## src/hw/fb_macros.svh

```systemverilog
/* framebuffer and 480p display sizes
   shared by timing, painter, memory and scanout */

`ifndef FB_MACROS_SVH
`define FB_MACROS_SVH

// framebuffer geometry, 1 bit per pixel
`define FB_WIDTH    160
`define FB_HEIGHT   120
`define FB_PIXELS   (`FB_WIDTH * `FB_HEIGHT)
`define FB_ADDRW    15

// 640x480 at 60 Hz, 800x525 total
`define H_ACTIVE    640
`define H_FP        16
`define H_SYNC      96
`define H_BP        48
`define V_ACTIVE    480
`define V_FP        10
`define V_SYNC      2
`define V_BP        33

`define CORDW       10  // enough for 0..799

`endif
```

## src/hw/display_pkg.sv

```systemverilog
/* screen-side types
   beam coordinates and the 12-bit rgb colour */

`default_nettype none

`include "fb_macros.svh"

package display_pkg;

    // unsigned screen coordinate, covers blanking too
    typedef logic [`CORDW-1:0] coord_t;

    // 4 bits per channel, matches the vga dac
    typedef struct packed {
        logic [3:0] r;
        logic [3:0] g;
        logic [3:0] b;
    } colour_t;

endpackage

`default_nettype wire

```

## src/hw/fb_pkg.sv

```systemverilog
/* framebuffer-side types
   addresses, painter states and the register write word */

`default_nettype none

`include "fb_macros.svh"

package fb_pkg;

    typedef logic [`FB_ADDRW-1:0] fb_addr_t;

    typedef enum logic [2:0] {
        IDLE,
        WAIT_FRAME,  // hold off until the beam restarts
        CLEAR,
        TOP,
        RIGHT,
        LEFT,
        BOTTOM
    } paint_state_t;

    // control word at register address 2
    typedef struct packed {
        logic [9:0] reserved;
        logic       draw;        // bit 1
        logic       display_en;  // bit 0
    } reg_ctrl_t;

    // one write word, seen as a colour or as control bits
    typedef union packed {
        display_pkg::colour_t colour;
        reg_ctrl_t            ctrl;
    } reg_word_t;

endpackage

`default_nettype wire

```

## src/hw/colour_regs.sv

```systemverilog
/* colour and control registers
   strobe-written, drives the scanout colours and the draw command */

`default_nettype none

module colour_regs (
    input  wire logic              clk_pix,
    input  wire logic              reset,
    input  wire logic              reg_we,
    input  wire logic [1:0]        reg_addr,
    input  wire fb_pkg::reg_word_t reg_wdata,
    output display_pkg::colour_t   fg_colour,
    output display_pkg::colour_t   bg_colour,
    output logic                   display_en,
    output logic                   draw_req
);

    import fb_pkg::*;

    localparam logic [1:0] addr_fg   = 2'd0;
    localparam logic [1:0] addr_bg   = 2'd1;
    localparam logic [1:0] addr_ctrl = 2'd2;

    reg_ctrl_t ctrl;

    always_comb ctrl = reg_wdata.ctrl;  // control view of the write word

    always_ff @(posedge clk_pix) begin
        if (reset) begin
            fg_colour  <= '0;
            bg_colour  <= '0;
            display_en <= 1'b0;
            draw_req   <= 1'b0;
        end else begin
            draw_req <= 1'b0;  // single cycle pulse
            if (reg_we) begin
                case (reg_addr)
                    addr_fg: fg_colour <= reg_wdata.colour;
                    addr_bg: bg_colour <= reg_wdata.colour;
                    addr_ctrl: begin
                        display_en <= ctrl.display_en;
                        draw_req   <= ctrl.draw;
                    end
                    default: ;  // address 3 unused
                endcase
            end
        end
    end

endmodule

`default_nettype wire

```

## config.mk

```make
export PLATFORM = sky130hd
export DESIGN_NAME = colour_regs
export DESIGN_NICKNAME = d
export VERILOG_FILES = /design/src/hw/display_pkg.sv /design/src/hw/fb_pkg.sv /design/src/hw/colour_regs.sv
export VERILOG_INCLUDE_DIRS = /design/src /design/src/hw
export SDC_FILE = /design/constraint.sdc
export NUM_CORES = 1
export LEC_CHECK = 0
export CORE_UTILIZATION = 64
export CTS_CLUSTER_DIAMETER = 200
export CTS_CLUSTER_SIZE = 24
export DETAILED_ROUTE_END_ITERATION = 6
export DONT_BUFFER_PORTS = 1
export GPL_ROUTABILITY_DRIVEN = 0
export PLACE_DENSITY = 0.8
export SYNTH_ARGS = -nofsm -noshare
export SYNTH_HDL_FRONTEND = slang
export SYNTH_SLANG_ARGS = --single-unit
```

## constraint.sdc

```tcl
create_clock -name clk_pix -period 1.3 [get_ports clk_pix]
set_input_delay 0.13 -clock clk_pix [delete_from_list [all_inputs] [get_ports clk_pix]]
set_output_delay 0.13 -clock clk_pix [all_outputs]
set_load 0.01 [all_outputs]
```

# After elaboration in Yosys (flattened, before gate mapping)
# Index checks and enable logic that the tools add are counted.
dict set report op_classes {
  eq_ne 2
  bitwise 2
  reduce_logical 5
}
# operator n
set op_table {}
lappend op_table {{AND reduction 2 bit} 3}
lappend op_table {{OR reduction 3 bit} 1}
lappend op_table {{equality test 2 x 1 -> 1 bit, second input constant} 1}
lappend op_table {{equality test 2 bit, second input constant} 1}
lappend op_table {{zero test 2 bit} 1}
lappend op_table {{NOT 1 bit} 2}
dict set report totals {
  reg_bits 26
  output_inout_bits 26
  word_cells 17
}

# Logic depth before layout (Yosys ltp)
dict set report logic_depth {
  depth_word 3
  mapped_depth 4
  ltp_nobuf 2
}

# Least setup slack after synthesis
# OpenSTA, ideal clock, no wires.
dict set report synth_timing {
  path_type {input to register}
  startpoint {input port reg_addr[1]}
  endpoint {register fg_colour[1] (netlist name)}
  t_arrival_ns 0.759
  t_required_ns 1.181
  setup_slack_ns 0.421
  stages 3
  path_buffers 1
  cell_sequence {or3b_1 -> buf_6 -> mux2i_1}
}
dict set report synth_via {
  elab_chain_cells 2
}
# element line_no
set synth_lines {}
lappend synth_lines {{start: declaration} colour_regs.sv:10} ;# input wire logic [1:0] reg_addr,
lappend synth_lines {{zero test 2 bit} colour_regs.sv:37} ;# case (reg_addr)
lappend synth_lines {{AND reduction 2 bit (no source line)} -}
lappend synth_lines {{end signal: assignment} colour_regs.sv:38} ;# addr_fg: fg_colour <= reg_wdata.colour;
lappend synth_lines {{end: declaration} colour_regs.sv:12} ;# output display_pkg::colour_t fg_colour,
# Every way passes these cells.
# A chain may end at the register's enable or synchronous reset.

==> flow_summary.json <==
{
  "status": "finished, final reports clean",
  "grt_pass1_vias": 749,
  "power_frac_comb_pct": 10.2,
  "first_iter_violations": 8,
  "clkTransAtPathRegs_ps": 130,
  "final_area_um2": 1260,
  "grt_max_degree": 22,
  "crit_fanout": 2,
  "ys_seq_area_share_pct": 48.1,
  "grt_pass1_wl_mm": 3.37,
  "cts_tree": "done",
  "diodes": 0,
  "initial_utilization_pct": 70.2,
  "arrival_ps": 1540,
  "peakVddDrop_v": 0.000766,
  "postCtsSetupBuffers": 0,
  "synth_fp_nets": 117,
  "power_switching_w": 0.000307,
  "route.detailed.drc": 0,
  "slowest_stage": "dlygate4sd3_1",
  "max_slew.worst_pin.slew_ps": 587,
  "skew_ps": 0,
  "pin_count": 43,
  "r2r_start": "bg_colour[11]",
  "synth_adder_area_share_pct": 0,
  "hold_class": "input pin to flop",
  "synth_xor_xnor_area_share_pct": 0,
  "cts_root_buf": "clkbuf_4",
  "track_usage_pct": 24.6,
  "finalSetupViolCount": 0,
  "ys_warn_count": 0,
  "setup_ws_ps": 32.4,
  "reg2reg_slack_ps": 30,
  "drt.antenna.violating_nets": 0,
  "holdPathEnd": "bg_colour[3]",
  "grt-ovfl-total": 0,
  "insertion_delay_ps": 320,
  "r2r_end": "bg_colour[11]",
  "portBuffers": 0,
  "post-route-period-util_pct": 97.5,
  "min_delay_path_depth": 2,
  "hp-start": "reset",
  "coreArea_um2": 1540,
  "synth_top_family_by_area": "simple AND/OR/NAND/NOR gates",
  "power.share.clock_pct": 25.1,
  "fmax_mhz": 789,
  "cp_slowest_stage_delay_ps": 580,
  "die_area_um2": 1860,
  "dr_total_vias": 723,
  "leakage_nw": 0.528,
  "pwr_density_cell_nw_per_um2": 1050,
  "start_kind": "flop",
  "drt-wirelength-per-cell_um": 16.4,
  "power_w": 0.00132,
  "drt_wl_total_mm": 2.13,
  "instances_no_fill": 130,
  "endpoint_kind": "flop",
  "cts.path.max_buffers": 2,
  "switching_share_pct": 23.2,
  "crit_required_ps": 1570,
  "placed_cell_area_um2": 1080,
  "fin_crit_ps": 1270,
  "area_growth_pct": 16.5,
  "intPower_w": 0.00102,
  "synth-compound-area-share_pct": 0,
  "drv_slew": 0,
  "maxCapViolCount": 0,
  "final_nets": 133,
  "ctsHoldBuffers": 15,
  "synthCells": 100,
  "p_seq_share_pct": 64.7,
  "dieHeight_um": 43.1,
  "cts_sinks": 26,
  "synthMuxAreaShare_pct": 23.1,
  "synth_area_um2": 1080,
  "synth_simple_gate_area_share_pct": 25.9,
  "worstPathCellList": "nand2b_1 > mux2i_1 > dlygate4sd3_1",
  "dp.cells": 111,
  "numCtsBuffers": 3,
  "dp_hpwl_mm": 1.19,
  "hold_viol": 0,
  "ys_types": 11,
  "dp_slack_ps": 262,
  "drive_gt1_share_pct": 4.39,
  "r2r_cells": 3,
  "slew_headroom_pct": 60.7,
  "avgSynthCellArea_um2": 10.8,
  "post_cts_resize_count": 0,
  "die_x_um": 43.1,
  "htree_levels": 1,
  "critical_path_class": "flop to flop",
  "viasPerCell": 5.56,
  "antenna_found_initial": 0,
  "ys_seq_elements": 26,
  "firstDrtPassIters": 4,
  "fp-row-count": 14
}
## per-stage QoR
step / setup TNS, ps / hold slack [ps] / utilization, %
after floorplan: 0 / 306 / -
after global placement: 0 / 312 / 70.0
after detailed placement: 0 / 319 / 70.0
after CTS: 0 / 1.49 / 81.2
after global routing: -18.1 / 1.04 / 81.8
final: 0 / 4.37 / 81.8
## cell type report
type	instances	area, um2
multi-input combinational	68	531
sequential	26	520
fill	97	280
timing repair buffer	17	168
clock buffer	3	22.5
tap	16	20.0
## routing by layer
layer	GRT usage (%)	part of all wire, %	wire [um]
met1	29.3	43	921
met5	0	0	0
met4	7.27	0.66	14
met2	43.3	51	1100
met3	5.96	4.7	101
## flip-flops by register name (all words and copies together), names as in the netlist
signal,flops
bg_colour,12
fg_colour,12
display_en,1
draw_req,1
## critical path, delay by kind of cell, from the launching register on
family / cells / cell delay (ps)
buf+inv: 1 / 580
simple gates: 1 / 90
flops: 1 / 430
mux: 1 / 120
## worst max-delay path by stage
stage / from / end / slack [ps] / cells after the start
after global placement: reg_addr[1] / fg_colour[2] / 270 / 2
final: bg_colour[11] / bg_colour[11] / 30 / 3
after detailed placement: reg_addr[1] / fg_colour[9] / 260 / 2
after floorplan: reg_addr[1] / fg_colour[1] / 420 / 3
after global routing: bg_colour[11] / bg_colour[11] / -20 / 3
after CTS: bg_colour[11] / bg_colour[11] / 120 / 3
## cells in the final DEF, fill, tap and decap left out
master         netlist  final
nand2b_1            37     37
dfxtp_1             26     26
mux2i_1             25     25
dlygate4sd3_1        0     16
clkbuf_4             0      3
nand3b_1             2      2
and3b_1              1      1
nor3b_2              1      1
nor2_1               1      1
or3b_1               1      1
buf_4                0      1
## Yosys cell counts
| cell | count | area share (%) |
|---|---|---|
| nor2_1 | 1 | 0.35 |
| buf_6 | 1 | 1.0 |
| and3b_1 | 1 | 0.81 |
| dfxtp_1 | 26 | 48 |
| mux2i_1 | 25 | 23 |
| nand3b_1 | 2 | 1.4 |
| or3b_1 | 1 | 0.81 |
| nor3b_2 | 1 | 1.2 |
| nand2b_1 | 37 | 21 |
| clkbuf_1 | 4 | 1.4 |
| buf_2 | 1 | 0.46 |
## kinds of logic (layout without fill, tap and decap cells)
group	Yosys count	in the layout
muxes	25	25
DFF	26	26
buffers and inverters	6	20
and+or+nand+nor	43	43
## power by group through the flow
stage | logic, W | registers (W) | clock network [W]
floorplan | 0.0000879 | 0.000868 | 0
global placement | 0.0000841 | 0.000872 | 0
detailed placement | 0.0000867 | 0.000873 | 0
CTS | 0.000129 | 0.000855 | 0.000333
global route | 0.000145 | 0.000860 | 0.000382
finish | 0.000135 | 0.000856 | 0.000332
Note: power is estimated with default switching activity, not from simulation.
