===== config.mk =====
export PLATFORM = sky130hd
export DESIGN_NAME = fb_scanout
export DESIGN_NICKNAME = d
export VERILOG_FILES = /design/src/hw/display_pkg.sv /design/src/hw/fb_pkg.sv /design/src/hw/fb_scanout.sv
export VERILOG_INCLUDE_DIRS = /design/src /design/src/hw
export SDC_FILE = /design/constraint.sdc
export NUM_CORES = 1
export LEC_CHECK = 0
export BUFFER_PORTS_ARGS = -buffer_cell sky130_fd_sc_hd__buf_4
export CAP_MARGIN = 10
export CELL_PAD_IN_SITES_DETAIL_PLACEMENT = 2
export CELL_PAD_IN_SITES_GLOBAL_PLACEMENT = 2
export CORE_AREA = 2 2 80 82
export DETAILED_ROUTE_END_ITERATION = 8
export DIE_AREA = 0 0 82 84
export PLACE_DENSITY = 0.82
export SYNTH_ARGS = -nofsm -noshare
export SYNTH_HDL_FRONTEND = slang
export SYNTH_SLANG_ARGS = --single-unit

===== constraint.sdc =====
create_clock -name clk_pix -period 5.05 [get_ports clk_pix]
set_input_delay 0.7575 -clock clk_pix [delete_from_list [all_inputs] [get_ports clk_pix]]
set_output_delay 0.7575 -clock clk_pix [all_outputs]
set_load 0.005 [all_outputs]

===== src/hw/fb_macros.svh =====
/* framebuffer and 480p display sizes
   shared by timing, painter, memory and scanout */

`ifndef FB_MACROS_SVH
`define FB_MACROS_SVH

// framebuffer geometry, 1 bit per pixel
`define FB_WIDTH    160
`define FB_HEIGHT   120
`define FB_PIXELS   (`FB_WIDTH * `FB_HEIGHT)
`define FB_ADDRW    15

// 640x480 at 60 Hz, 800x525 total
`define H_ACTIVE    640
`define H_FP        16
`define H_SYNC      96
`define H_BP        48
`define V_ACTIVE    480
`define V_FP        10
`define V_SYNC      2
`define V_BP        33

`define CORDW       10  // enough for 0..799

`endif

===== src/hw/display_pkg.sv =====
/* screen-side types
   beam coordinates and the 12-bit rgb colour */

`default_nettype none

`include "fb_macros.svh"

package display_pkg;

    // unsigned screen coordinate, covers blanking too
    typedef logic [`CORDW-1:0] coord_t;

    // 4 bits per channel, matches the vga dac
    typedef struct packed {
        logic [3:0] r;
        logic [3:0] g;
        logic [3:0] b;
    } colour_t;

endpackage

`default_nettype wire


===== src/hw/fb_pkg.sv =====
/* framebuffer-side types
   addresses, painter states and the register write word */

`default_nettype none

`include "fb_macros.svh"

package fb_pkg;

    typedef logic [`FB_ADDRW-1:0] fb_addr_t;

    typedef enum logic [2:0] {
        IDLE,
        WAIT_FRAME,  // hold off until the beam restarts
        CLEAR,
        TOP,
        RIGHT,
        LEFT,
        BOTTOM
    } paint_state_t;

    // control word at register address 2
    typedef struct packed {
        logic [9:0] reserved;
        logic       draw;        // bit 1
        logic       display_en;  // bit 0
    } reg_ctrl_t;

    // one write word, seen as a colour or as control bits
    typedef union packed {
        display_pkg::colour_t colour;
        reg_ctrl_t            ctrl;
    } reg_word_t;

endpackage

`default_nettype wire


===== src/hw/fb_scanout.sv =====
/* framebuffer scanout
   reads the framebuffer with the beam and maps each bit to a vga colour */

`default_nettype none

`include "fb_macros.svh"

module fb_scanout (
    input  wire logic                 clk_pix,
    input  wire logic                 reset,
    input  wire display_pkg::coord_t  sx,
    input  wire display_pkg::coord_t  sy,
    input  wire logic                 hsync,
    input  wire logic                 vsync,
    input  wire logic                 de,
    input  wire logic                 frame,
    input  wire display_pkg::colour_t fg_colour,
    input  wire display_pkg::colour_t bg_colour,
    input  wire logic                 display_en,
    output fb_pkg::fb_addr_t          fb_addr_read,
    input  wire logic                 fb_bit_read,
    output logic                      vga_hsync,
    output logic                      vga_vsync,
    output logic [3:0]                vga_r,
    output logic [3:0]                vga_g,
    output logic [3:0]                vga_b
);

    import display_pkg::*;
    import fb_pkg::*;

    logic     in_region;
    fb_addr_t addr_cnt;  // address of the next region pixel
    logic     region_p1, de_p1, hsync_p1, vsync_p1;
    colour_t  pix_colour;

    always_comb in_region = de && (sx < `FB_WIDTH) && (sy < `FB_HEIGHT);

    // pixel 0,0 must read address 0 in its own cycle
    always_comb fb_addr_read = frame ? '0 : addr_cnt;

    always_ff @(posedge clk_pix) begin
        if (reset) begin
            addr_cnt <= '0;
        end else if (in_region) begin
            addr_cnt <= (fb_addr_read == `FB_PIXELS - 1) ? '0 : fb_addr_read + 1'b1;
        end else begin
            addr_cnt <= fb_addr_read;
        end
    end

    // one cycle to match the ram read
    always_ff @(posedge clk_pix) begin
        if (reset) begin
            region_p1 <= 1'b0;
            de_p1     <= 1'b0;
            hsync_p1  <= 1'b1;
            vsync_p1  <= 1'b1;
        end else begin
            region_p1 <= in_region;
            de_p1     <= de;
            hsync_p1  <= hsync;
            vsync_p1  <= vsync;
        end
    end

    always_comb begin
        if (!de_p1 || !display_en || !region_p1) begin
            pix_colour = '0;  // blanking, disabled or outside the picture
        end else begin
            pix_colour = fb_bit_read ? fg_colour : bg_colour;
        end
    end

    always_ff @(posedge clk_pix) begin
        if (reset) begin
            vga_hsync <= 1'b1;
            vga_vsync <= 1'b1;
            vga_r     <= '0;
            vga_g     <= '0;
            vga_b     <= '0;
        end else begin
            vga_hsync <= hsync_p1;
            vga_vsync <= vsync_p1;
            vga_r     <= pix_colour.r;
            vga_g     <= pix_colour.g;
            vga_b     <= pix_colour.b;
        end
    end

    read_in_range: assert property (
        @(posedge clk_pix) disable iff (reset)
        fb_addr_read <= `FB_PIXELS - 1
    );

endmodule

`default_nettype wire


Word level (Yosys, flattened, before mapping)
Cells that the tools add are included.
- muxes and demuxes: 4
- magnitude comparators: 2
- equality and inequality tests: 1
- reductions and logical operators: 8
- add/sub/neg operators: 1
- operator list (cell ; number):
    $mux 15 ; 3
    $add 15x1->15 const B ; 1
    $eq 15x15->1 const B ; 1
    $mux 12 ; 1
    $lt 10x7->1 const B ; 1
    $lt 10x8->1 const B ; 1
    $logic_not 1->1 ; 3
    $logic_and 1x1->1 ; 2
    $logic_or 1x1->1 ; 2
    $reduce_or 2->1 ; 1
- output and inout port bits: 29
- logic and storage cells: 26
- register bits: 33
- input port bits: 52

Logic depth before layout (Yosys ltp)
- word-level depth: 4
- depth in mapped cells: 8
- mapped depth without buffers: 7

Worst setup path before layout
Ideal clock, no wire load.
- kind: input-to-reg
- from: in frame
- to: reg addr_cnt[10]
- arrival time: 2368 ps
- required time: 4980 ps
- setup time: 70 ps
- cell stages on the path: 7
- path slack: 2612 ps
- path buffers: 1
- cell sequence: clkbuf_1 nor2b_1 ha_1 nand3_1 or3_4 or3_1 a21oi_1
- cells in the longest elaborated chain, start to end: 4
- elaborated cells on any way between the ends: 5
- those cells by class: add/sub (1); eq/ne (1); mux (3)
- ends and longest elaborated chain (item ; line ; source):
    start, declared ; fb_scanout.sv:16 ; input wire logic frame,
    $mux 15 * ; fb_scanout.sv:40 ; always_comb fb_addr_read = frame ? '0 : addr_cnt;
    net fb_addr_read[0] ; fb_scanout.sv:20 ; output fb_pkg::fb_addr_t fb_addr_read,
    $add 15x1->15 or $eq 15x15->1 (tied branches) ; fb_scanout.sv:46 ; addr_cnt <= (fb_addr_read == `FB_PIXELS - 1) ? '0 : fb_addr_read + 1'b1;
    $mux 15 * ; fb_scanout.sv:46 ;
    $mux 15 * ; fb_scanout.sv:45 ; end else if (in_region) begin
    end signal, assigned ; fb_scanout.sv:46 ;
    end signal, assigned ; fb_scanout.sv:48 ; addr_cnt <= fb_addr_read;
    end, declared ; fb_scanout.sv:33 ; fb_addr_t addr_cnt;
The timed path passes the listed nets; every way through them passes the cells marked *.
A chain may end at the register's enable or synchronous reset.

Worst setup path after layout
- from: in sx[9]
- to: reg addr_cnt[6]
- cells in the longest elaborated chain, start to end: 4
- ends and longest elaborated chain (item ; line ; source):
    start, declared ; fb_scanout.sv:11 ; input wire display_pkg::coord_t sx,
    $lt 10x8->1 (no source line) ; n/a ;
    $logic_and 1x1->1 (2 in series) ; fb_scanout.sv:37 ; always_comb in_region = de && (sx < `FB_WIDTH) && (sy < `FB_HEIGHT);
    $mux 15 ; fb_scanout.sv:45 ;
No other way between the ends.

==> results.sh <==
export IMPL_status="complete, no violations"
export IMPL_p_clk_share_pct=38.9
export IMPL_routedWlPerCell_um=14.1
export IMPL_cts_resized=0
export IMPL_place_area_um2=2060
export IMPL_port_buffers=72
export IMPL_yosys_area_share_simple_pct=32.8
export IMPL_grt_overflow=0
export IMPL_grt_pass1_vias=1442
export IMPL_ys_dominant_reg_cell="dfxtp_1"
export IMPL_core_um2=6100
export IMPL_gp_congestion=0.767
export IMPL_route_met3_wl_um=472
export IMPL_pwr_share_seq_pct=52.2
export IMPL_fillers=696
export IMPL_max_freq_ghz=0.351
export IMPL_ys_seq_area_share_pct=45.3
export IMPL_grt_total_usage_pct=12.9
export IMPL_fin_util_pct=35.3
export IMPL_syn_area_per_cell_um2=9.06
export IMPL_synthesis_nets=214
export IMPL_setup_tns_ns=0
export IMPL_synth_top_family_by_area="simple AND/OR/NAND/NOR gates"
export IMPL_tritoncts="built"
export IMPL_p_per_area_nw_per_um2=234
export IMPL_synthMuxAreaShare_pct=9.61
export IMPL_synth_compound_area_share_pct=1.80
export IMPL_diodes=0
export IMPL_netlist_area_leader_share_pct=45.3
export IMPL_yosys_area_top_type="dfxtp_1"
export IMPL_insertion_delay_ns=0.29
export IMPL_synth_area_leaders="dfxtp_1, mux2i_1, nor2_1"
export IMPL_ys_ff_latch=33
export IMPL_hold_viol=0
export IMPL_drcViolationCount=0
export IMPL_wl_met1_um=1730
export IMPL_finalSetupViolations=0
export IMPL_synth_most_common_cell="dfxtp_1"
export IMPL_syn_to_final_growth_pct=47.3
export IMPL_ctsHoldBuffers=0
export IMPL_grt_first_pass_wirelength_um=6840
export IMPL_multi_input_area_um2=762
export IMPL_yosys_area_share_adder_pct=0.858
export IMPL_power_share_switching_pct=23.2
export IMPL_worstPathArrival_ns=3.00
export IMPL_fin_crit_ns=2.85
export IMPL_die_y_um=84
export IMPL_cts_sinks=33
export IMPL_hp_class="reg2reg"
export IMPL_synthArstFlopShare_pct=0
export IMPL_fp_dieW_um=82
export IMPL_first_pass_iters=3
export IMPL_stdcell_area_um2=2150
export IMPL_wl_um=4380
export IMPL_power_switching_uw=117
export IMPL_tritoncts_num_buffers=5
export IMPL_start_util_pct=23.9
export IMPL_cp_end_kind="flip-flop"
export IMPL_viasPerCell=4.54
export IMPL_num_io_pins=81
export IMPL_path_clk_slew_ns=0.07
export IMPL_post_cts_buffers=0
export IMPL_antenna_found_initial=0
export IMPL_clk_path_buf_depth=2
export IMPL_cts_root_buf="clkbuf_8"
export IMPL_pwr_share_comb_pct=8.9
export IMPL_synth_common_cells="dfxtp_1, nor2_1, nor2b_1"
export IMPL_synth_edff_count=0
export IMPL_drv_slew=0
export IMPL_ys_types=29
export IMPL_vdd_drop_max_mv=0.0746
export IMPL_worstMarginPinSlew_ns=0.639
export IMPL_dp_hpwl_um=3440
export IMPL_final_period_utilization_pct=56.4
export IMPL_critPathMaxFanout=13
export IMPL_critPathLaunchType="input pin"
export IMPL_synthXorXnorAreaFrac_pct=7.20
export IMPL_p_leak_uw=0.000911
export IMPL_ff_latch_area_um2=661
export IMPL_top_layer="met4"
export IMPL_ys_warn_count=0
export IMPL_ant_nets=0
export IMPL_wl_met2_um=2120
export IMPL_syn_instance_count=161
export IMPL_rows=29
export IMPL_maxSlewHeadroom_pct=57.3
export IMPL_fin_worst_skew_ns=0.00389
export IMPL_nets=285
export IMPL_cp_required_ns=5.21
export IMPL_intPower_uw=386
export IMPL_grt_max_degree=20
export IMPL_path_class="in2reg"
export IMPL_dieArea_um2=6890
export IMPL_drt_iter0_drc=27
export IMPL_rsz0062_at_grt="no"
export IMPL_vias=1407
export IMPL_htree_levels=2
export IMPL_layout_drive_gt1_share_pct=37.8
export IMPL_synth_area_um2=1460
export IMPL_max_cap_viol_count=0
[per-layer routing]
metal / track usage (%) / vias up
met3: 4.65 / 9
li1: - / 681
met4: 4.09 / 0
met2: 22.6 / 56
met5: 0 / -
met1: 14.2 / 661
[worst max-delay path, cell delays in order]
cell and delay (ns):
buf_4 0.11, nor4b_2 0.32, nand4_1 0.57, or3_4 0.62, o21bai_2 0.50, nor2_1 0.11
[registers in the layout (all words and copies together), names as in the netlist]
signal	count
vga_vsync	1
vga_r	4
vsync_p1	1
hsync_p1	1
region_p1	1
addr_cnt	15
vga_g	4
vga_b	4
de_p1	1
vga_hsync	1
[area by class of cell]
type	count	area share, %
timing repair buffer	72	25.1
sequential	33	30.7
inverter	1	0.175
multi-input combinational	119	35.4
tap	77	4.48
clock buffer	5	3.20
clock inverter	3	0.815
[final timing paths]
kind	start	to	slack [ns]	cells after the start
min reg2reg	vsync_p1	vga_vsync	0.41	1
max	sx[9]	addr_cnt[6]	2.20	6
min	vsync_p1	vga_vsync	0.41	1
max reg2reg	addr_cnt[0]	addr_cnt[6]	2.88	6
[cells by family (layout without fill, tap and decap cells)]
| group | Yosys count | after routing |
|---|---|---|
| mux | 14 | 14 |
| xor+xnor | 12 | 12 |
| flops | 33 | 33 |
| buf+inv | 9 | 81 |
| compound gates | 4 | 4 |
| simple gates | 88 | 88 |
| fa+ha+maj | 1 | 1 |
[cell usage in the layout (no fill, tap or decap), types with 2 or more instances in the layout]
| cell | netlist | routed |
|---|---|---|
| or3_1 | 2 | 2 |
| nor2b_1 | 17 | 17 |
| nand2_1 | 6 | 6 |
| mux2i_1 | 14 | 14 |
| clkbuf_8 | 0 | 5 |
| nor3_1 | 6 | 6 |
| nand4_1 | 7 | 7 |
| xnor2_1 | 11 | 11 |
| buf_4 | 0 | 72 |
| nand4b_1 | 4 | 4 |
| o21ai_0 | 2 | 2 |
| nor2_1 | 31 | 31 |
| clkinv_2 | 0 | 2 |
| or2_2 | 5 | 5 |
| nand3_1 | 2 | 2 |
| dfxtp_1 | 33 | 33 |
| nor4_1 | 2 | 2 |
[metrics by stage]
step | hold slack (ns) | setup WS, ns | cells | power, uW
6_report | 0.413 | 2.20 | 310 | 503
5_1_grt | 0.441 | 2.03 | 310 | 527
4_1_cts | 0.421 | 2.14 | 310 | 513
3_5_place_dp | 0.403 | 1.86 | 302 | 314
3_3_place_gp | 0.392 | 1.92 | 302 | 313
2_1_floorplan | 0.389 | 2.61 | 161 | 283
[power groups by stage]
stage	Clock, uW	Combinational, uW	Sequential [uW]
after detailed placement	0	45.8	269
after floorplan	0	14.5	269
after global placement	0	44.6	268
after CTS	205	45.9	262
final	195	44.5	263
after global routing	215	49.4	263
Power figures use the tool's default switching activity.
