File: src/hw/fb_macros.svh
/* framebuffer and 480p display sizes
   shared by timing, painter, memory and scanout */

`ifndef FB_MACROS_SVH
`define FB_MACROS_SVH

// framebuffer geometry, 1 bit per pixel
`define FB_WIDTH    160
`define FB_HEIGHT   120
`define FB_PIXELS   (`FB_WIDTH * `FB_HEIGHT)
`define FB_ADDRW    15

// 640x480 at 60 Hz, 800x525 total
`define H_ACTIVE    640
`define H_FP        16
`define H_SYNC      96
`define H_BP        48
`define V_ACTIVE    480
`define V_FP        10
`define V_SYNC      2
`define V_BP        33

`define CORDW       10  // enough for 0..799

`endif
File: src/hw/display_pkg.sv
/* screen-side types
   beam coordinates and the 12-bit rgb colour */

`default_nettype none

`include "fb_macros.svh"

package display_pkg;

    // unsigned screen coordinate, covers blanking too
    typedef logic [`CORDW-1:0] coord_t;

    // 4 bits per channel, matches the vga dac
    typedef struct packed {
        logic [3:0] r;
        logic [3:0] g;
        logic [3:0] b;
    } colour_t;

endpackage

`default_nettype wire

File: src/hw/fb_pkg.sv
/* framebuffer-side types
   addresses, painter states and the register write word */

`default_nettype none

`include "fb_macros.svh"

package fb_pkg;

    typedef logic [`FB_ADDRW-1:0] fb_addr_t;

    typedef enum logic [2:0] {
        IDLE,
        WAIT_FRAME,  // hold off until the beam restarts
        CLEAR,
        TOP,
        RIGHT,
        LEFT,
        BOTTOM
    } paint_state_t;

    // control word at register address 2
    typedef struct packed {
        logic [9:0] reserved;
        logic       draw;        // bit 1
        logic       display_en;  // bit 0
    } reg_ctrl_t;

    // one write word, seen as a colour or as control bits
    typedef union packed {
        display_pkg::colour_t colour;
        reg_ctrl_t            ctrl;
    } reg_word_t;

endpackage

`default_nettype wire

File: src/hw/box_painter.sv
/* box painter
   on request waits for frame start, clears the framebuffer, then draws its border */

`default_nettype none

`include "fb_macros.svh"

module box_painter (
    input  wire logic       clk_pix,
    input  wire logic       reset,
    input  wire logic       draw_req,
    input  wire logic       frame,
    output logic            fb_we,
    output fb_pkg::fb_addr_t fb_addr_write,
    output logic            fb_bit_write,
    output logic            draw_busy
);

    import fb_pkg::*;

    localparam fb_addr_t row_step = fb_addr_t'(`FB_WIDTH);
    localparam fb_addr_t last_row = fb_addr_t'((`FB_HEIGHT - 1) * `FB_WIDTH);

    paint_state_t state;
    logic [`FB_ADDRW-1:0] step;  // pixels written in the current pass
    logic step_last;

    always_comb begin
        case (state)
            CLEAR:       step_last = (step == `FB_PIXELS - 1);
            TOP, BOTTOM: step_last = (step == `FB_WIDTH - 1);
            RIGHT, LEFT: step_last = (step == `FB_HEIGHT - 1);
            default:     step_last = 1'b0;
        endcase
    end

    always_comb draw_busy = (state != IDLE);

    always_ff @(posedge clk_pix) begin
        if (reset) begin
            state <= IDLE;
            step  <= '0;
            fb_we <= 1'b0;
        end else begin
            case (state)
                IDLE: if (draw_req) state <= WAIT_FRAME;  // requests while busy fall here only
                WAIT_FRAME: begin
                    if (frame) begin
                        state <= CLEAR;
                        step  <= '0;
                        fb_we <= 1'b1;
                    end
                end
                CLEAR, TOP, RIGHT, LEFT, BOTTOM: begin
                    step <= step_last ? '0 : step + 1'b1;
                    if (step_last) begin
                        case (state)
                            CLEAR:   state <= TOP;
                            TOP:     state <= RIGHT;
                            RIGHT:   state <= LEFT;
                            LEFT:    state <= BOTTOM;
                            default: begin
                                state <= IDLE;
                                fb_we <= 1'b0;
                            end
                        endcase
                    end
                end
                default: begin
                    state <= IDLE;
                    fb_we <= 1'b0;
                end
            endcase
        end
    end

    // line walker for the write address
    always_ff @(posedge clk_pix) begin
        case (state)
            WAIT_FRAME: begin
                fb_addr_write <= '0;
                fb_bit_write  <= 1'b0;  // clear pass writes zeros
            end
            CLEAR: begin
                if (step_last) begin
                    fb_addr_write <= '0;
                    fb_bit_write  <= 1'b1;
                end else begin
                    fb_addr_write <= fb_addr_write + 1'b1;
                end
            end
            TOP:    if (!step_last) fb_addr_write <= fb_addr_write + 1'b1;  // ends on top right
            RIGHT:  fb_addr_write <= step_last ? '0 : fb_addr_write + row_step;
            LEFT:   fb_addr_write <= step_last ? last_row : fb_addr_write + row_step;
            BOTTOM: fb_addr_write <= fb_addr_write + 1'b1;
            default: fb_addr_write <= fb_addr_write;
        endcase
    end

    write_in_range: assert property (
        @(posedge clk_pix) disable iff (reset)
        fb_we |-> (fb_addr_write < `FB_PIXELS)
    );

    no_write_when_idle: assert property (
        @(posedge clk_pix) disable iff (reset)
        (state == IDLE || state == WAIT_FRAME) |-> !fb_we
    );

endmodule

`default_nettype wire

File: config.mk
export PLATFORM = sky130hd
export DESIGN_NAME = box_painter
export DESIGN_NICKNAME = d
export VERILOG_FILES = /design/src/hw/display_pkg.sv /design/src/hw/fb_pkg.sv /design/src/hw/box_painter.sv
export VERILOG_INCLUDE_DIRS = /design/src /design/src/hw
export SDC_FILE = /design/constraint.sdc
export NUM_CORES = 1
export LEC_CHECK = 0
export BUFFER_PORTS_ARGS = -buffer_cell sky130_fd_sc_hd__buf_2
export CAP_MARGIN = 20
export CORE_MARGIN = 1.5
export CORE_UTILIZATION = 45
export DETAILED_ROUTE_END_ITERATION = 10
export PLACE_DENSITY = 0.67
export SETUP_SLACK_MARGIN = 0.02
export SLEW_MARGIN = 20
export SYNTH_ARGS = -nofsm -noshare
export SYNTH_HDL_FRONTEND = slang
export SYNTH_SLANG_ARGS = --single-unit
File: constraint.sdc
create_clock -name clk_pix -period 2.8 [get_ports clk_pix]
set_clock_uncertainty 0.1 [all_clocks]
set_input_delay 0.14 -clock clk_pix [delete_from_list [all_inputs] [get_ports clk_pix]]
set_output_delay 0.14 -clock clk_pix [all_outputs]
set_load 0.1 [all_outputs]
Yosys cells after proc, flatten, opt, wreduce, memory -nomap -nowiden
Index checks and enable logic that the tools add are counted.

Register bits after elaboration: 35. Bits of input ports: 4. Output and inout port bits: 18. Logic and storage cells: 58.

Add/subtract/negate cells: 3. Equality and inequality tests: 15. Muxes and demuxes: 20. Bitwise gates (word level): 1. Reduce and logical (&&, ||, !) cells: 14.

Operators with widths (count): $mux W15 (6); $pmux W15 S6 (1); $add A15 B1 Y15 const B (2); $pmux W15 S2 (1); $add A15 B8 Y15 const B (1); $eq A15 B15 Y1 const B (1); $eq A15 B7 Y1 const B (1); $eq A15 B8 Y1 const B (1); $ne A2 B2 Y1 const B (6); $pmux W3 S4 (1); $eq A3 B3 Y1 const B (3); $mux W3 (3); $pmux W3 S3 (1); $eq A3 B2 Y1 const B (2); $pmux W1 S3 (2); $reduce_and A2 Y1 (3); $reduce_bool A6 Y1 (1); $reduce_or A5 Y1 (1); $mux W1 (4); $reduce_and A4 Y1 (1); $reduce_bool A2 Y1 (2); $reduce_or A2 Y1 (2); $reduce_or A4 Y1 (1); $eq A3 B1 Y1 const B (1); 5 further kinds (5).

Logic depth before layout (Yosys ltp)
Gate-level depths: netlist (run 1).

Depth in word-level cells: 5. Depth in mapped cells: 8. Depth with buffers taken out: 7.

Worst setup path before layout (run 1)
OpenSTA, ideal clock, no wires.

Kind: flip-flop to flip-flop. Start: reg fb_addr_write[0]. End: reg fb_addr_write[14], data pin. Library setup time: 0.163 ns. Data arrival time: 2.420 ns. Data required time: 2.537 ns. Path slack: 0.118 ns. Cell stages (with the launch flop): 7. Buffers on the path: 0. Period minus slack after synthesis: 2.682 ns. Cells stage by stage: edfxtp_1 -> ha_1 -> and4_1 -> nand4_1 -> or3_1 -> and2_1 -> o221ai_1.

Longest elaborated chain between the ends: 3. Elaborated cells on any way between the ends: 7. Classes of those cells: 2 x add/sub; 5 x mux.

Ends and longest elaborated chain: start, declared (line box_painter.sv:14) `output fb_pkg::fb_addr_t fb_addr_write,`; start signal, assigned (line box_painter.sv:89) `fb_addr_write <= fb_addr_write + 1'b1;`; start signal, assigned (line box_painter.sv:92) `TOP: if (!step_last) fb_addr_write <= fb_addr_write + 1'b1;`; start signal, assigned (line box_painter.sv:93) `RIGHT: fb_addr_write <= step_last ? '0 : fb_addr_write + row_step;`; $add A15 B8 Y15 or $add A15 B1 Y15 (tied branches); $mux W15, on equally long branches; $pmux W15 S6 (*) (line box_painter.sv:79) `case (state)`.

Every way passes the cells marked *; elsewhere a longest branch is shown, timed or not. The select of a mux whose other input is x is not followed. A chain may end at the register's enable or synchronous reset.

Worst setup path in the final report (run 1)
Start: reg step[0]. End: reg fb_addr_write[7], data pin.

Longest elaborated chain between the ends: 4. Elaborated cells on any way between the ends: 8. Classes of those cells: 3 x eq/ne; 5 x mux.

Ends and longest elaborated chain: start, declared (line box_painter.sv:25) `` logic [`FB_ADDRW-1:0] step; ``; start signal, assigned (line box_painter.sv:55) `step <= step_last ? '0 : step + 1'b1;`; $eq A15 B7 Y1, or another cell as far along (line box_painter.sv:32) `` RIGHT, LEFT: step_last = (step == `FB_HEIGHT - 1); ``; $pmux W1 S3 (*) (line box_painter.sv:29) `case (state)`; $mux W15, on equally long branches (line box_painter.sv:94, box_painter.sv:85, box_painter.sv:93); $pmux W15 S6 (*) (line box_painter.sv:79); end signal, assigned (line box_painter.sv:94) `LEFT: fb_addr_write <= step_last ? last_row : fb_addr_write + row_step;`; end signal, assigned (line box_painter.sv:95) `BOTTOM: fb_addr_write <= fb_addr_write + 1'b1;`; end signal, assigned (line box_painter.sv:96) `default: fb_addr_write <= fb_addr_write;`.

Every way passes the cells marked *; elsewhere a longest branch is shown, timed or not.

==> impl_metrics.csv, run 1 <==
group,metric,value,unit
status,status,"finished, final reports clean",
worst_setup_path,start_kind,"register",
worst_setup_path,slowest_stage,"dfxtp_1",
floorplanning,fp-row-count,25,
cells_and_area,multi_input_area,0.00125,mm^2
yosys,synth_top_flop_cell,"dfxtp_1",
yosys,seq_area_frac_synth,39.1,%
grt,grt_start_max_net_pins,15,
timing,final_hold_viol_count,0,
grt,antenna_found_initial,0,
worst_setup_path,path_max_fanout,11,
routing,wl_per_cell,13.8,um
placement,place_area,0.00239,mm^2
floorplanning,core,0.00472,mm^2
worst_setup_path,cp.arrival,2.55,ns
worst_setup_path,critPathRequiredTime,2.74,ns
clock_network,clk_path_buf_depth,2,
timing,setup_viol,0,
timing,period_needed,2.61,ns
cells_and_area,drive_above_1_share,16.1,%
routing,drt_pre_antenna_iters,5,
yosys,synth_edf_count,16,
routing,postRouteAntennaNets,0,
yosys,yosysWarnings,0,
routing,dr_total_vias,1883,
yosys,synth.distinct_cells,49,
grt,grt_use_met3,3.73,%
floorplanning,floorplan.initialDensity,46.6,%
floorplanning,die_w,72.9,um
grt,grt_pass1_wl,7880,um
cells_and_area,nNetsFinal,285,
floorplanning,dieArea,0.00532,mm^2
clock_network,cts_tree,"done",
timing,max_freq,383,MHz
pwr,power_density,563,mW/mm^2
yosys,synth_nets,260,
floorplanning,ioPinCount,22,
timing,finalCritPeriodShare,93.2,%
timing,worst_pin_slew,0.548,ns
cells_and_area,syn_to_final_growth,13.6,%
grt,gr-usage-met1,25.6,%
yosys,synth.area.top_cells,"edfxtp_1, dfxtp_1, nor2_1",
clock_network,cts_inserted_buffers,5,
grt,use_met2,30.8,%
worst_setup_path,worst-setup-path-type,"reg -> reg",
yosys,synthArstFlopShare,0,%
grt,track_usage,19.1,%
timing,final_max_slew_viol_count,0,
routing,first_iter_violations,106,
placement,place_congestion,0.806,
timing,rsz0062_at_grt,"false",
cells_and_area,fin_area,0.00250,mm^2
clock_network,clk_pin_slew,0.08,ns
yosys,synth_area,0.00220,mm^2
clock_network,clock_sinks,35,
pwr,ir_worst_vdd,230,uV
yosys,ys_seq_elements,35,
yosys,synthCells,253,
cells_and_area,fillers,445,
flow_run,drv_cap,0,
yosys,avgSynthCellArea,8.70,um^2
routing,drt-total-wl,4770,um
timing,relSlewSlack,63.4,%
worst_setup_path,crit_buf_inv,1,
routing,post-route-drc-count,0,
grt,grt_pass1_vias,1743,
clock_network,htree_levels,2,
floorplanning,die_y,72.9,um
pwr,p_leak,0.000956,uW
timing,finalSetupTns,0,ns
yosys,synth_top_area_share,21.8,%
worst_setup_path,cpPeakStageDelay,0.40,ns
placement,hpwl,3420,um
worst_setup_path,cp-end-kind,"register",
grt,grt.busiest_layer,"met2",
cells_and_area,seq_area,861,um^2
worst_setup_path,path_cells,"ha_1 -> nand2_1 -> nor4bb_2 -> o221ai_2 -> o311ai_4 -> buf_12 -> nor2_1 -> or3_1",
cells_and_area,antennaDiodeCount,0,
placement,port-buffer-count,21,
routing,via_per_inst,5.44,
yosys,synth_top_area_cell,"edfxtp_1",
min_path,hold_path.class,"in -> reg",
clock_network,clk_latency,0.29,ns
grt,overflow,0,
worst_setup_path,cp_top_family,"simple AND/OR/NAND/NOR gates",
clock_network,cts_root_buf,"clkbuf_8",
## kinds of logic (layout without fill, tap and decap cells)
group / Yosys count / count (layout) / share of synthesized area, %
simple gates: 112 / 112 / 24.7
fa+ha+maj: 3 / 3 / 1.71
buf+inv: 22 / 48 / 4.49
compound gates: 54 / 54 / 19.1
xor+xnor: 25 / 25 / 9.95
flops: 35 / 35 / 39.1
mux: 2 / 2 / 0.910
## cell usage in the layout (no fill, tap or decap), types with 8 or more instances in the layout
cell / Yosys / final
xor2_1: 15 / 15
nor2_1: 44 / 44
buf_2: 4 / 21
and3_1: 9 / 9
a21oi_1: 9 / 9
edfxtp_1: 16 / 16
xnor2_1: 10 / 10
dfxtp_1: 19 / 19
nand3_1: 8 / 8
o21ai_0: 10 / 10
buf_4: 1 / 9
inv_1: 9 / 9
nand2_1: 23 / 23
## power breakdown
part	internal (uW)	switching [uW]	leakage, uW
sequential	578	43.0	0.000311
clock	175	188	0.0000422
combinational	89.7	333	0.000602
## cell usage after synthesis, types with 2 or more instances
| cell | n |
|---|---|
| ha_1 | 3 |
| o21ai_0 | 10 |
| buf_1 | 2 |
| and4_1 | 2 |
| a21o_1 | 2 |
| nand4_1 | 4 |
| o31ai_1 | 2 |
| a22o_1 | 3 |
| xor2_1 | 15 |
| a21oi_1 | 9 |
| o21a_1 | 3 |
| nand3_1 | 8 |
| xnor2_1 | 10 |
| inv_1 | 9 |
| nor4_1 | 3 |
| edfxtp_1 | 16 |
| nor3b_1 | 2 |
| nand2b_1 | 2 |
| nor2_1 | 44 |
| clkbuf_1 | 5 |
| o221ai_1 | 5 |
| a211oi_1 | 2 |
| nand2_1 | 23 |
| dfxtp_1 | 19 |
| buf_2 | 4 |
| or3_1 | 3 |
| and3_1 | 9 |
| nor3_1 | 6 |
| mux2i_1 | 2 |
| o22ai_1 | 7 |
## metal layers
layer  part of all wire, %  wire [um]
met1                    49       2360
met2                    46       2180
met3                   2.9        139
met4                   1.8         87
met5                     0          0
## final timing paths
path         startpoint          endpoint  slack, ns  depth (start not counted)
min reg2reg       fb_we             fb_we       0.40                          2
max reg2reg     step[0]  fb_addr_write[7]       0.19                          8
min               reset           step[1]       0.05                          2
max             step[0]  fb_addr_write[7]       0.19                          8
## flip-flops by register name, indices dropped and copies added (netlist names)
| name | flops |
|---|---|
| fb_we | 1 |
| step | 15 |
| fb_addr_write | 15 |
| fb_bit_write | 1 |
| state | 3 |
## timing repair
item	4_1_cts	5_1_grt
setup buffers	0	1
resized for setup	0	1
pin swaps	1	1
endpoints found under the hold margin	0	0
setup endpoints to repair	2	6
hold buffers	0	0
## final cells by class
| cell class | instances | share of cell area (%) |
|---|---|---|
| Inverter | 9 | 1.35 |
| Clock inverter | 1 | 0.200 |
| Multi-Input combinational cell | 196 | 49.9 |
| Timing Repair Buffer | 31 | 7.71 |
| Sequential cell | 35 | 34.4 |
| Tap cell | 67 | 3.35 |
| Clock buffer | 7 | 3.05 |
## stage by stage
step,worst slack (ns),utilization [%],hold WS (ns),std cells,power (uW)
floorplan,0.118,-,0.346,253,980
global placement,0.151,50.6,0.350,337,1050
detailed placement,0.00801,50.6,0.354,337,1050
CTS,0.0475,52.4,0.0486,345,1410
global route,0.0683,52.9,0.0702,346,1460
finish,0.189,52.9,0.0544,346,1410
Note: power is estimated with default switching activity, not from simulation.
==> run 2, diff against run 1 <==
CORE_UTILIZATION = 25   (was 45)
PLACE_DENSITY = 0.43   (was 0.67)
==> run 2 against run 1 <==
Critical path depth is the same. Clock power up 19%. Worst setup slack better by 0.016 ns. Die area grew 76%. Maximum frequency is 0.62% higher. Largest power group unchanged.
==> impl_metrics.csv, run 2 (synthesis gave the netlist of run 1 again) <==
group,metric,value,unit
status,status,"finished, final reports clean",
worst_setup_path,cp-end-kind,"register",
routing,wl_per_cell,13.1,um
clock_network,clk_path_buf_depth,2,
cells_and_area,syn_to_final_growth,17.2,%
flow_run,drv_cap,0,
cells_and_area,final_cell_mix,"nor2_1, nand2_1, buf_2, dfxtp_1, edfxtp_1",
grt,grt_pass1_wl,8810,um
routing,first_iter_violations,67,
worst_setup_path,r2r-end,"fb_addr_write[7]",
routing,dr_total_vias,1871,
floorplanning,floorplan.initialDensity,25.5,%
floorplanning,ioPinCount,22,
pwr,power_density,574,mW/mm^2
cells_and_area,largestRegisters,"fb_addr_write: 15 flops, step: 15 flops, state: 3 flops",
timing,final_hold_viol_count,0,
cells_and_area,antennaDiodeCount,0,
placement,place_congestion,0.767,
cells_and_area,fin_area,0.00258,mm^2
worst_setup_path,reg2reg_depth,8,
min_path,hold_path.class,"in -> reg",
grt,antenna_found_initial,0,
placement,place_area,0.00244,mm^2
pwr,ir_worst_vdd,177,uV
worst_setup_path,start_kind,"register",
cells_and_area,fillers,921,
clock_network,cts_inserted_buffers,5,
timing,rsz0062_at_grt,"false",
timing,period_needed,2.59,ns
routing,drt-total-wl,5070,um
worst_setup_path,worst-setup-path-type,"reg -> reg",
clock_network,clock_sinks,35,
cells_and_area,nNetsFinal,285,
clock_network,clk_latency,0.30,ns
clock_network,hold_buffers,0,
clock_network,htree_levels,2,
worst_setup_path,slowest_stage,"nor4bb_1",
pwr,p_leak,0.000972,uW
cells_and_area,mostFrequentLayoutCell,"nor2_1",
worst_setup_path,reg2reg_slack,0.21,ns
grt,grt_use_met3,2.60,%
min_path,hold_end,"step[1]",
grt,gr-usage-met1,15.6,%
routing,drt_pre_antenna_iters,4,
timing,final_max_slew_viol_count,0,
routing,post-route-drc-count,0,
floorplanning,dieArea,0.00938,mm^2
min_path,whs_path_depth,2,
worst_setup_path,path_max_fanout,11,
worst_setup_path,timing.rr.start,"step[0]",
placement,hpwl,3750,um
floorplanning,die_y,96.8,um
grt,overflow,0,
grt,track_usage,11.5,%
timing,worst_pin_slew,0.498,ns
routing,via_per_inst,4.83,
placement,port-buffer-count,21,
floorplanning,fp-row-count,34,
floorplanning,die_w,96.8,um
grt,grt.busiest_layer,"met2",
grt,grt_pass1_vias,1810,
min_path,hold_path.startpoint,"reset",
grt,use_met2,17.9,%
timing,finalCritPeriodShare,92.7,%
clock_network,cts_root_buf,"clkbuf_8",
worst_setup_path,critPathRequiredTime,2.75,ns
worst_setup_path,path_cells,"ha_1 -> nand2_1 -> nor4bb_1 -> o221ai_2 -> o311ai_4 -> buf_12 -> nor2_1 -> or3_1",
timing,max_freq,385,MHz
timing,setup_viol,0,
worst_setup_path,cpPeakStageDelay,0.40,ns
clock_network,cts_tree,"done",
floorplanning,core,0.00864,mm^2
grt,grt_start_max_net_pins,23,
cells_and_area,drive_above_1_share,16.5,%
routing,postRouteAntennaNets,0,
clock_network,clk_pin_slew,0.09,ns
pwr,p_total,1480,uW
worst_setup_path,cp.arrival,2.55,ns
timing,relSlewSlack,66.5,%
timing,finalSetupTns,0,ns
## run 2: cell count changes in the layout (fill, tap and decap cells not counted), sizes merged
cell,change
clkbuf,-1
clkinv,+1
## run 2: stage by stage
stage / utilization (%) / worst slack (ns) / hold slack (ns) / instances
after CTS: 29.5 / 0.0504 / 0.0314 / 386
after floorplan: - / 0.118 / 0.346 / 253
after detailed placement: 28.3 / 0.0194 / 0.352 / 378
final: 29.9 / 0.205 / 0.0412 / 387
after global placement: 28.3 / 0.138 / 0.350 / 378
after global routing: 29.9 / 0.0617 / 0.0578 / 387
## run 2: final cells by class
class	count	area, um^2	area share, %
clock inverters	2	13.8	0.534
inverters	9	33.8	1.31
repair buffers	31	193	7.47
multi-input cells	196	1250	48.4
flip-flops and latches	35	861	33.4
clock buffers	6	93.8	3.64
well taps	108	135	5.24
## run 2: how the worst max path moves through the flow
stage / slack, ns / start / cells past startpoint / endpoint
global route: 0.06 / step[0] / 8 / fb_addr_write[7]
floorplan: 0.12 / fb_addr_write[0] / 6 / fb_addr_write[14]
global placement: 0.14 / step[0] / 7 / fb_addr_write[7]
CTS: 0.05 / step[0] / 7 / fb_addr_write[5]
finish: 0.21 / step[0] / 8 / fb_addr_write[7]
detailed placement: 0.02 / step[0] / 7 / fb_addr_write[5]
## run 2: layer usage
| metal | routed length [um] | part of all wire [%] |
|---|---|---|
| met5 | 0 | 0 |
| met3 | 192 | 3.8 |
| met2 | 2220 | 44 |
| met4 | 52 | 1.0 |
| met1 | 2610 | 51 |
## run 2: worst max-delay path, delay by kind of cell (launching register included)
kind                     cells  cell delay [ns]
AO/OA/AOI/OAI                2             0.60
adder cells (fa/ha/maj)      1             0.22
AND/OR/NAND/NOR              4             0.88
buffers and inverters        1             0.17
flip-flops                   1             0.39
## run 2: repair_timing
item	in CTS	in global routing
buffers inserted	0	1
resized for setup	0	1
endpoints found under the setup margin	0	11
## run 2: report_power, final
group	leakage, uW	total (uW)	internal (uW)	switching [uW]
registers	0.000311	619	578	41.6
clock network	0.0000563	433	229	203
logic	0.000605	427	90.9	336
